$ cat src/include/esfa_settings.svh
`ifndef ESFA_SETTINGS_SVH
`define ESFA_SETTINGS_SVH

////////////////////
// Program memory
////////////////////

// Number of program words
`define ESFA_PROG_DEPTH 64
// Program address width as log2 of the depth
`define ESFA_PC_W 6

////////////////////
// Store and result
////////////////////

// Tagged store entries behind an 8-bit index
`define ESFA_STORE_SIZE 256
// Return value when every checked instruction matches
`define ESFA_PASS_CODE 8'h1E

`endif
$ cat src/rtl/esfaPkg.sv
`include "esfa_settings.svh"

package esfaPkg;

    ////////////////////
    // Program word
    ////////////////////

    // One 35-bit instruction with the first field at the MSB
    typedef struct packed {
        logic       willWrite;
        logic [7:0] newIndex;
        logic [7:0] newValue;
        // Expected value of the selected entry
        logic [7:0] expValue;
        // Expected written flag of the selected entry
        logic       expBool;
        logic [7:0] selector;
        // Compare the readback against the expectation
        logic       assertCheck;
    } instrT;

    ////////////////////
    // Pipeline stages
    ////////////////////

    // Instruction issued by the fetch stage
    typedef struct packed {
        logic                  valid;
        logic [`ESFA_PC_W-1:0] pc;
        // Final word of the program
        logic                  last;
        instrT                 instr;
    } fetchT;

    // Store readback paired with what the program expects
    typedef struct packed {
        logic                  valid;
        logic [`ESFA_PC_W-1:0] pc;
        logic                  last;
        logic                  assertCheck;
        logic                  expBool;
        logic [7:0]            expValue;
        // Written flag of the selected entry
        logic                  resultBool;
        // Entry value, zero while unwritten
        logic [7:0]            resultValue;
    } checkT;

endpackage

$ cat src/rtl/esfaTop.sv
`timescale 1ns/1ps

`include "esfa_settings.svh"

module esfaTop import esfaPkg::*; (
    input  logic                  clk,
    input  logic                  rstN,
    input  logic                  progWrEn,
    input  logic [`ESFA_PC_W-1:0] progWrAddr,
    input  instrT                 progWrData,
    input  logic                  start,
    input  logic [`ESFA_PC_W:0]   progLength,
    output logic                  running,
    output logic                  done,
    output logic                  passed,
    output logic [7:0]            returnValue
);

    ////////////////////
    // Stage links
    ////////////////////

    fetchT fetch;
    checkT check;
    // Stops issue after a failed check
    logic  halt;

    ////////////////////
    // Stages
    ////////////////////

    // Program memory and issue
    instrFetch uFetch (
        .clk        (clk),
        .rstN       (rstN),
        .progWrEn   (progWrEn),
        .progWrAddr (progWrAddr),
        .progWrData (progWrData),
        .start      (start),
        .progLength (progLength),
        .halt       (halt),
        .fetch      (fetch)
    );

    // Tagged store
    tagStore uStore (
        .clk   (clk),
        .rstN  (rstN),
        .start (start),
        .fetch (fetch),
        .check (check)
    );

    // Verdict and return value
    progChecker uChecker (
        .clk         (clk),
        .rstN        (rstN),
        .start       (start),
        .check       (check),
        .halt        (halt),
        .running     (running),
        .done        (done),
        .passed      (passed),
        .returnValue (returnValue)
    );

endmodule

$ cat src/rtl/progChecker.sv
`timescale 1ns/1ps

`include "esfa_settings.svh"

module progChecker import esfaPkg::*; (
    input  logic       clk,
    input  logic       rstN,
    input  logic       start,
    input  checkT      check,
    output logic       halt,
    output logic       running,
    output logic       done,
    output logic       passed,
    output logic [7:0] returnValue
);

    logic mismatch;
    logic failNow;
    logic passNow;

    // Readback differs from the expectation on a checked instruction
    assign mismatch = check.valid && check.assertCheck &&
                      ((check.resultBool != check.expBool) ||
                       (check.resultValue != check.expValue));

    // Results arriving after the run has ended are dropped
    assign failNow = running && mismatch;
    assign passNow = running && check.valid && check.last && !mismatch;

    ////////////////////
    // Run state
    ////////////////////

    always_ff @(posedge clk or negedge rstN) begin
        if (!rstN) begin
            running     <= 1'b0;
            halt        <= 1'b0;
            done        <= 1'b0;
            passed      <= 1'b0;
            returnValue <= '0;
        end else begin
            done <= 1'b0;
            if (start && !running) begin
                running     <= 1'b1;
                halt        <= 1'b0;
                passed      <= 1'b0;
                returnValue <= '0;
            end else if (failNow) begin
                // Report the failing address
                running     <= 1'b0;
                halt        <= 1'b1;
                done        <= 1'b1;
                returnValue <= 8'(check.pc);
            end else if (passNow) begin
                running     <= 1'b0;
                done        <= 1'b1;
                passed      <= 1'b1;
                returnValue <= `ESFA_PASS_CODE;
            end
        end
    end

    ////////////////////
    // Checks
    ////////////////////

    // End of run is a single pulse
    doneIsPulse: assert property (
        @(posedge clk) disable iff (!rstN) done |=> !done
    );

    // A run ends either passed or halted on a failure
    passXorFail: assert property (
        @(posedge clk) disable iff (!rstN) !(passed && halt)
    );

    // Result holds from done until the next start
    resultStable: assert property (
        @(posedge clk) disable iff (!rstN)
        (done ##1 !start) |-> ($stable(returnValue) && $stable(passed))
    );

endmodule

$ cat src/rtl/tagStore.sv
`timescale 1ns/1ps

`include "esfa_settings.svh"

module tagStore import esfaPkg::*; (
    input  logic  clk,
    input  logic  rstN,
    input  logic  start,
    input  fetchT fetch,
    output checkT check
);

    // Entry values and their written flags
    logic [7:0]                  valueMem [`ESFA_STORE_SIZE];
    logic [`ESFA_STORE_SIZE-1:0] written;

    logic  doWrite;
    logic  hitNew;
    checkT nextCheck;

    assign doWrite = fetch.valid && fetch.instr.willWrite;
    // Read of the index written by the same instruction
    assign hitNew  = doWrite && (fetch.instr.newIndex == fetch.instr.selector);

    ////////////////////
    // Store update
    ////////////////////

    always_ff @(posedge clk) begin
        if (doWrite) begin
            valueMem[fetch.instr.newIndex] <= fetch.instr.newValue;
        end
    end

    always_ff @(posedge clk or negedge rstN) begin
        if (!rstN) begin
            written <= '0;
        end else begin
            if (start) begin
                written <= '0;
            end
            if (doWrite) begin
                written[fetch.instr.newIndex] <= 1'b1;
            end
        end
    end

    ////////////////////
    // Readback
    ////////////////////

    always_comb begin
        nextCheck             = '0;
        nextCheck.valid       = fetch.valid;
        nextCheck.pc          = fetch.pc;
        nextCheck.last        = fetch.last;
        nextCheck.assertCheck = fetch.instr.assertCheck;
        nextCheck.expBool     = fetch.instr.expBool;
        nextCheck.expValue    = fetch.instr.expValue;
        if (hitNew) begin
            // Write goes first, so forward the new value
            nextCheck.resultBool  = 1'b1;
            nextCheck.resultValue = fetch.instr.newValue;
        end else if (written[fetch.instr.selector]) begin
            nextCheck.resultBool  = 1'b1;
            nextCheck.resultValue = valueMem[fetch.instr.selector];
        end
        // Unwritten entries read as flag 0, value 0
    end

    always_ff @(posedge clk or negedge rstN) begin
        if (!rstN) begin
            check <= '0;
        end else begin
            check <= nextCheck;
        end
    end

    ////////////////////
    // Checks
    ////////////////////

    // One result for every issued instruction, one cycle later
    checkFollowsFetch: assert property (
        @(posedge clk) disable iff (!rstN) fetch.valid |=> check.valid
    );

    noStrayCheck: assert property (
        @(posedge clk) disable iff (!rstN) !fetch.valid |=> !check.valid
    );

endmodule

$ cat src/rtl/instrFetch.sv
`timescale 1ns/1ps

`include "esfa_settings.svh"

module instrFetch import esfaPkg::*; (
    input  logic                  clk,
    input  logic                  rstN,
    input  logic                  progWrEn,
    input  logic [`ESFA_PC_W-1:0] progWrAddr,
    input  instrT                 progWrData,
    input  logic                  start,
    input  logic [`ESFA_PC_W:0]   progLength,
    input  logic                  halt,
    output fetchT                 fetch
);

    // Program storage
    instrT progMem [`ESFA_PROG_DEPTH];

    logic                  issuing;
    logic [`ESFA_PC_W-1:0] pc;
    logic [`ESFA_PC_W-1:0] lastPc;
    logic                  atLast;

    // Issued word from a registered read of the program memory
    instrT                 readWord;
    logic                  fetchValid;
    logic [`ESFA_PC_W-1:0] fetchPc;
    logic                  fetchLast;

    assign atLast = (pc == lastPc);

    ////////////////////
    // Load port and read
    ////////////////////

    always_ff @(posedge clk) begin
        if (progWrEn) begin
            progMem[progWrAddr] <= progWrData;
        end
        readWord <= progMem[pc];
    end

    ////////////////////
    // Program counter
    ////////////////////

    always_ff @(posedge clk or negedge rstN) begin
        if (!rstN) begin
            issuing <= 1'b0;
            pc      <= '0;
            lastPc  <= '0;
        end else if (start && !issuing) begin
            // Length is 1 to 64, so the last address fits in the pc width
            issuing <= 1'b1;
            pc      <= '0;
            lastPc  <= `ESFA_PC_W'(progLength - 1'b1);
        end else if (issuing) begin
            if (halt || atLast) begin
                issuing <= 1'b0;
            end else begin
                pc <= pc + 1'b1;
            end
        end
    end

    // Tag travels with the word read in the same cycle
    always_ff @(posedge clk or negedge rstN) begin
        if (!rstN) begin
            fetchValid <= 1'b0;
            fetchPc    <= '0;
            fetchLast  <= 1'b0;
        end else begin
            fetchValid <= issuing && !halt;
            fetchPc    <= pc;
            fetchLast  <= atLast;
        end
    end

    assign fetch = '{valid: fetchValid, pc: fetchPc, last: fetchLast, instr: readWord};

    ////////////////////
    // Checks
    ////////////////////

    // Program must not change under a running fetch
    noLoadWhileIssuing: assert property (
        @(posedge clk) disable iff (!rstN) issuing |-> !progWrEn
    );

    // Checker halt has to stop issue by the next edge
    noFetchAfterHalt: assert property (
        @(posedge clk) disable iff (!rstN) halt |=> !fetch.valid
    );

endmodule

$ cat config.mk
export PLATFORM = sky130hd
export DESIGN_NAME = esfaTop
export DESIGN_NICKNAME = d
export VERILOG_FILES = /design/src/rtl/esfaPkg.sv /design/src/rtl/esfaTop.sv /design/src/rtl/progChecker.sv /design/src/rtl/tagStore.sv /design/src/rtl/instrFetch.sv
export VERILOG_INCLUDE_DIRS = /design/src /design/src/include
export SDC_FILE = /design/constraint.sdc
export NUM_CORES = 2
export LEC_CHECK = 0
export BUFFER_PORTS_ARGS = -buffer_cell sky130_fd_sc_hd__buf_4
export CORE_MARGIN = 10
export CORE_UTILIZATION = 30
export CTS_CLUSTER_DIAMETER = 30
export CTS_CLUSTER_SIZE = 20
export DETAILED_ROUTE_END_ITERATION = 16
export PLACE_DENSITY_LB_ADDON = 0.15
export SLEW_MARGIN = 25
export SYNTH_ARGS = -nofsm -noshare
export SYNTH_HDL_FRONTEND = slang
export SYNTH_MEMORY_MAX_BITS = 65536
export SYNTH_SLANG_ARGS = --single-unit
$ cat constraint.sdc
create_clock -name clk -period 10.99 [get_ports clk]
set_input_delay 0 -clock clk [delete_from_list [all_inputs] [get_ports clk]]
set_output_delay 0 -clock clk [all_outputs]
set_load 0.01 [all_outputs]
==> run_results.csv <==
group,metric,value,unit
run_status,status,"finished, final reports clean",
clocking,clk_path_buf_depth,4,
setup_path,end_kind,"flip-flop",
synthesis,synth_edf_count,4288,
sta,worst_pin_slew,1112,ps
sta,finalHoldViolCount,0,
sta,fmax,185.8,MHz
route,drtIter0Drc,8511,
clocking,cts-root-buf,"clkbuf_16",
die,die_area,626800,sq um
clocking,clkSinkCount,4637,
global_route,grt_pass1_wl,753100,um
route,dr.pass1.iters,7,
global_route,grt_overflow,0,
setup_path,arrival,6380,ps
global_route,grt_use_total,16.86,%
place,dpl.hpwl,320900,um
sta,period_needed,5382,ps
synthesis,synth_cell_type_count,53,
synthesis,yosysMostFrequentCell,"edfxtp_1",
clocking,htree_levels,6,
synthesis,synth.cell_area,178700,sq um
place,dp.cells,16059,
setup_path,required,11990,ps
sta,drv_slew,0,
route,drc_errors,0,
route,vias,90442,
route,dr_wl_met3,32820,um
synthesis,ys_ff_latch,4637,
clocking,cts.clk_slew.worst_paths,50,ps
place,gp_congestion,0.8066,
synthesis,synth_flop_cell,"edfxtp_1",
synthesis,synth_warnings,0,
hold_path,hp-class,"input pin to flip-flop",
synthesis,synthArstFlopShare,6.772,%
route,routed.top_layer,"met5",
setup_path,worstPathMaxFanout,52,
die,fp.dieH,791.7,um
final_layout,fin_cells,17791,
power,total_power,61420,uW
synthesis,ys_seq_area_share,76.86,%
synthesis,syn_inst,8447,
sta,finalCritPeriodShare,48.97,%
clocking,tritoncts,"done",
place,port_buffers,59,
route,wl_met2,256200,um
global_route,antenna_found_initial,77,
die,initial_core_util,30.09,%
global_route,grt_max_degree,192,
setup_path,path_class,"flip-flop to flip-flop",
clocking,numCtsBuffers,855,
synthesis,synth_area_leader_cell,"edfxtp_1",
die,coreArea,593800,sq um
final_layout,fin_nets,9219,
final_layout,layout-drive-gt1-share,29.47,%
route,wl,543500,um
synthesis,synth.avg_cell_area,21.15,sq um
route,drt-met1-wl,241800,um
hold_path,hold-path-cell-count,2,
route,wl_per_cell,30.55,um
sta,grt_setup_unrepaired,"no",
job,drv_cap,0,
sta,slew_headroom,25.89,%
sta,hold_ws,79.86,ps
final_layout,nFillCells,53873,
sta,fin_skew,58.66,ps
setup_path,reg2reg_depth,10,
synthesis,yosys-top-cells-count,"4288 x edfxtp_1, 1056 x mux4_2, 507 x mux2i_1, 397 x nor2_1, 314 x dfrtp_1",
final_layout,syn_to_final_growth,22.98,%
power,power_per_cell_area,279.5,nW/um^2
clocking,clk-insertion-delay-late,1120,ps
setup_path,startpoint_type,"flip-flop",
synthesis,synth_top_cells_by_area,"edfxtp_1 72%, mux4_2 13%, dfrtp_1 4.4%, mux2i_1 2.8%, a21o_1 1.1%",
route,routed_via_density,5.084,
sta,fin_tns_setup,0,ps
power,ir_drop,0.0001988,V
route,ant_nets,0,
die,die_w,791.7,um
die,rows,283,
sta,setup_viol,0,
global_route,grt_pass1_vias,94520,
synthesis,yosysTopAreaCellShare,72.07,%
power,p_leak,0.07327,uW
die,ios,63,
final timing paths:
check	startpoint	end	slack (ps)
max	uFetch.fetch[2]	uStore.check[4]	5610
min	progWrData[32]	uFetch.progMem[47][32]	80
max reg2reg	uFetch.fetch[2]	uStore.check[4]	5610
min reg2reg	uFetch.fetch[13]	uStore.check[12]	320
max in group asynchronous	rstN	uFetch.pc[3]	8350
min in group asynchronous	rstN	uStore.written[162]	380
timing repair:
action                                  CTS  global route
endpoints found under the hold margin  2879             0
setup buffers                             0             0
gates resized for setup                   0             0
hold buffers                             84             0
metal layers:
metal | GRT usage (%) | up-vias
met5 | 0 | -
met4 | 4.085 | 4
met3 | 3.304 | 806
met2 | 27.00 | 2946
met1 | 23.69 | 49470
li1 | - | 37216
critical path, cell delays in order (launching register included):
cell	delay, ps
dfxtp_4	950
nand2_4	610
buf_4	540
o221ai_1	650
nor3_1	250
nor3_1	870
nand4_1	180
nor2_1	480
o2bb2ai_1	190
nand2_1	150
o22ai_1	210
power by group:
| part | internal, uW | total, uW | switching, uW | leakage [uW] |
|---|---|---|---|---|
| clock | 17500 | 26600 | 9110 | 0.0143 |
| combinational | 4620 | 13300 | 8650 | 0.0158 |
| sequential | 20800 | 21600 | 738 | 0.0432 |
flip-flops by register name (all words and copies together) (netlist names):
signal                flops
uChecker.passed           1
uStore.written          256
uFetch.lastPc             6
uFetch.fetch             35
uChecker.running          1
uChecker.halt             1
uFetch.fetchLast          1
uChecker.returnValue      6
uFetch.issuing            1
uFetch.pc                 6
uFetch.fetchPc            6
uFetch.progMem         2240
uStore.valueMem        2048
uChecker.done             1
uStore.check             27
uFetch.fetchValid         1
kinds of logic (layout without fill, tap and decap cells):
group	count (synthesis)	in the layout	share of synthesized area, %
flops	4637	4637	76.86
mux	1579	1579	16.25
simple gates	872	872	2.158
compound gates	797	797	3.164
buf+inv	528	1996	1.396
xor+xnor	31	31	0.1520
fa+ha+maj	2	2	0.01400
other cells	1	40	0.002099
stage by stage:
stage               worst slack [ps]  instance area [sq um]  util (%)
floorplan                       6737                 178700         -
global placement                5678                 189000     31.83
detailed placement              5691                 189000     31.83
CTS                             5677                 219500     36.97
global route                    5557                 219700     36.99
finish                          5608                 219700     37.00
area by class of cell:
| class | instances | area (sq um) | share of cell area [%] |
|---|---|---|---|
| diodes | 38 | 95.09 | 0.04328 |
| multi-input cells | 3283 | 39500 | 17.98 |
| repair buffers | 371 | 3252 | 1.480 |
| inverters | 17 | 73.82 | 0.03360 |
| flip-flops and latches | 4637 | 137400 | 62.53 |
| well taps | 7837 | 9806 | 4.463 |
| clock inverters | 615 | 7251 | 3.300 |
| clock buffers | 993 | 22360 | 10.18 |
cell usage in the layout, fill, tap and decap left out, types with 21 or more instances in the layout:
master,n
nor3_1,153
clkbuf_8,21
diode_2,38
buf_4,268
clkinv_1,87
a31oi_1,22
inv_6,75
mux2i_1,507
o21ai_0,79
o221ai_1,173
nand3_1,61
clkbuf_16,866
edfxtp_1,4288
dfxtp_1,21
clkbuf_1,106
dfrtp_1,308
nor2_4,64
clkinv_4,70
mux4_2,1056
nor4_1,25
bufinv_16,122
clkinvlp_4,88
nor2_1,302
nand2_1,135
o22ai_1,92
nand4_1,38
a21oi_1,100
dlygate4sd3_1,80
a21o_1,256
nor2_2,32
clkinv_2,137
(Power assumes the default switching activity.)
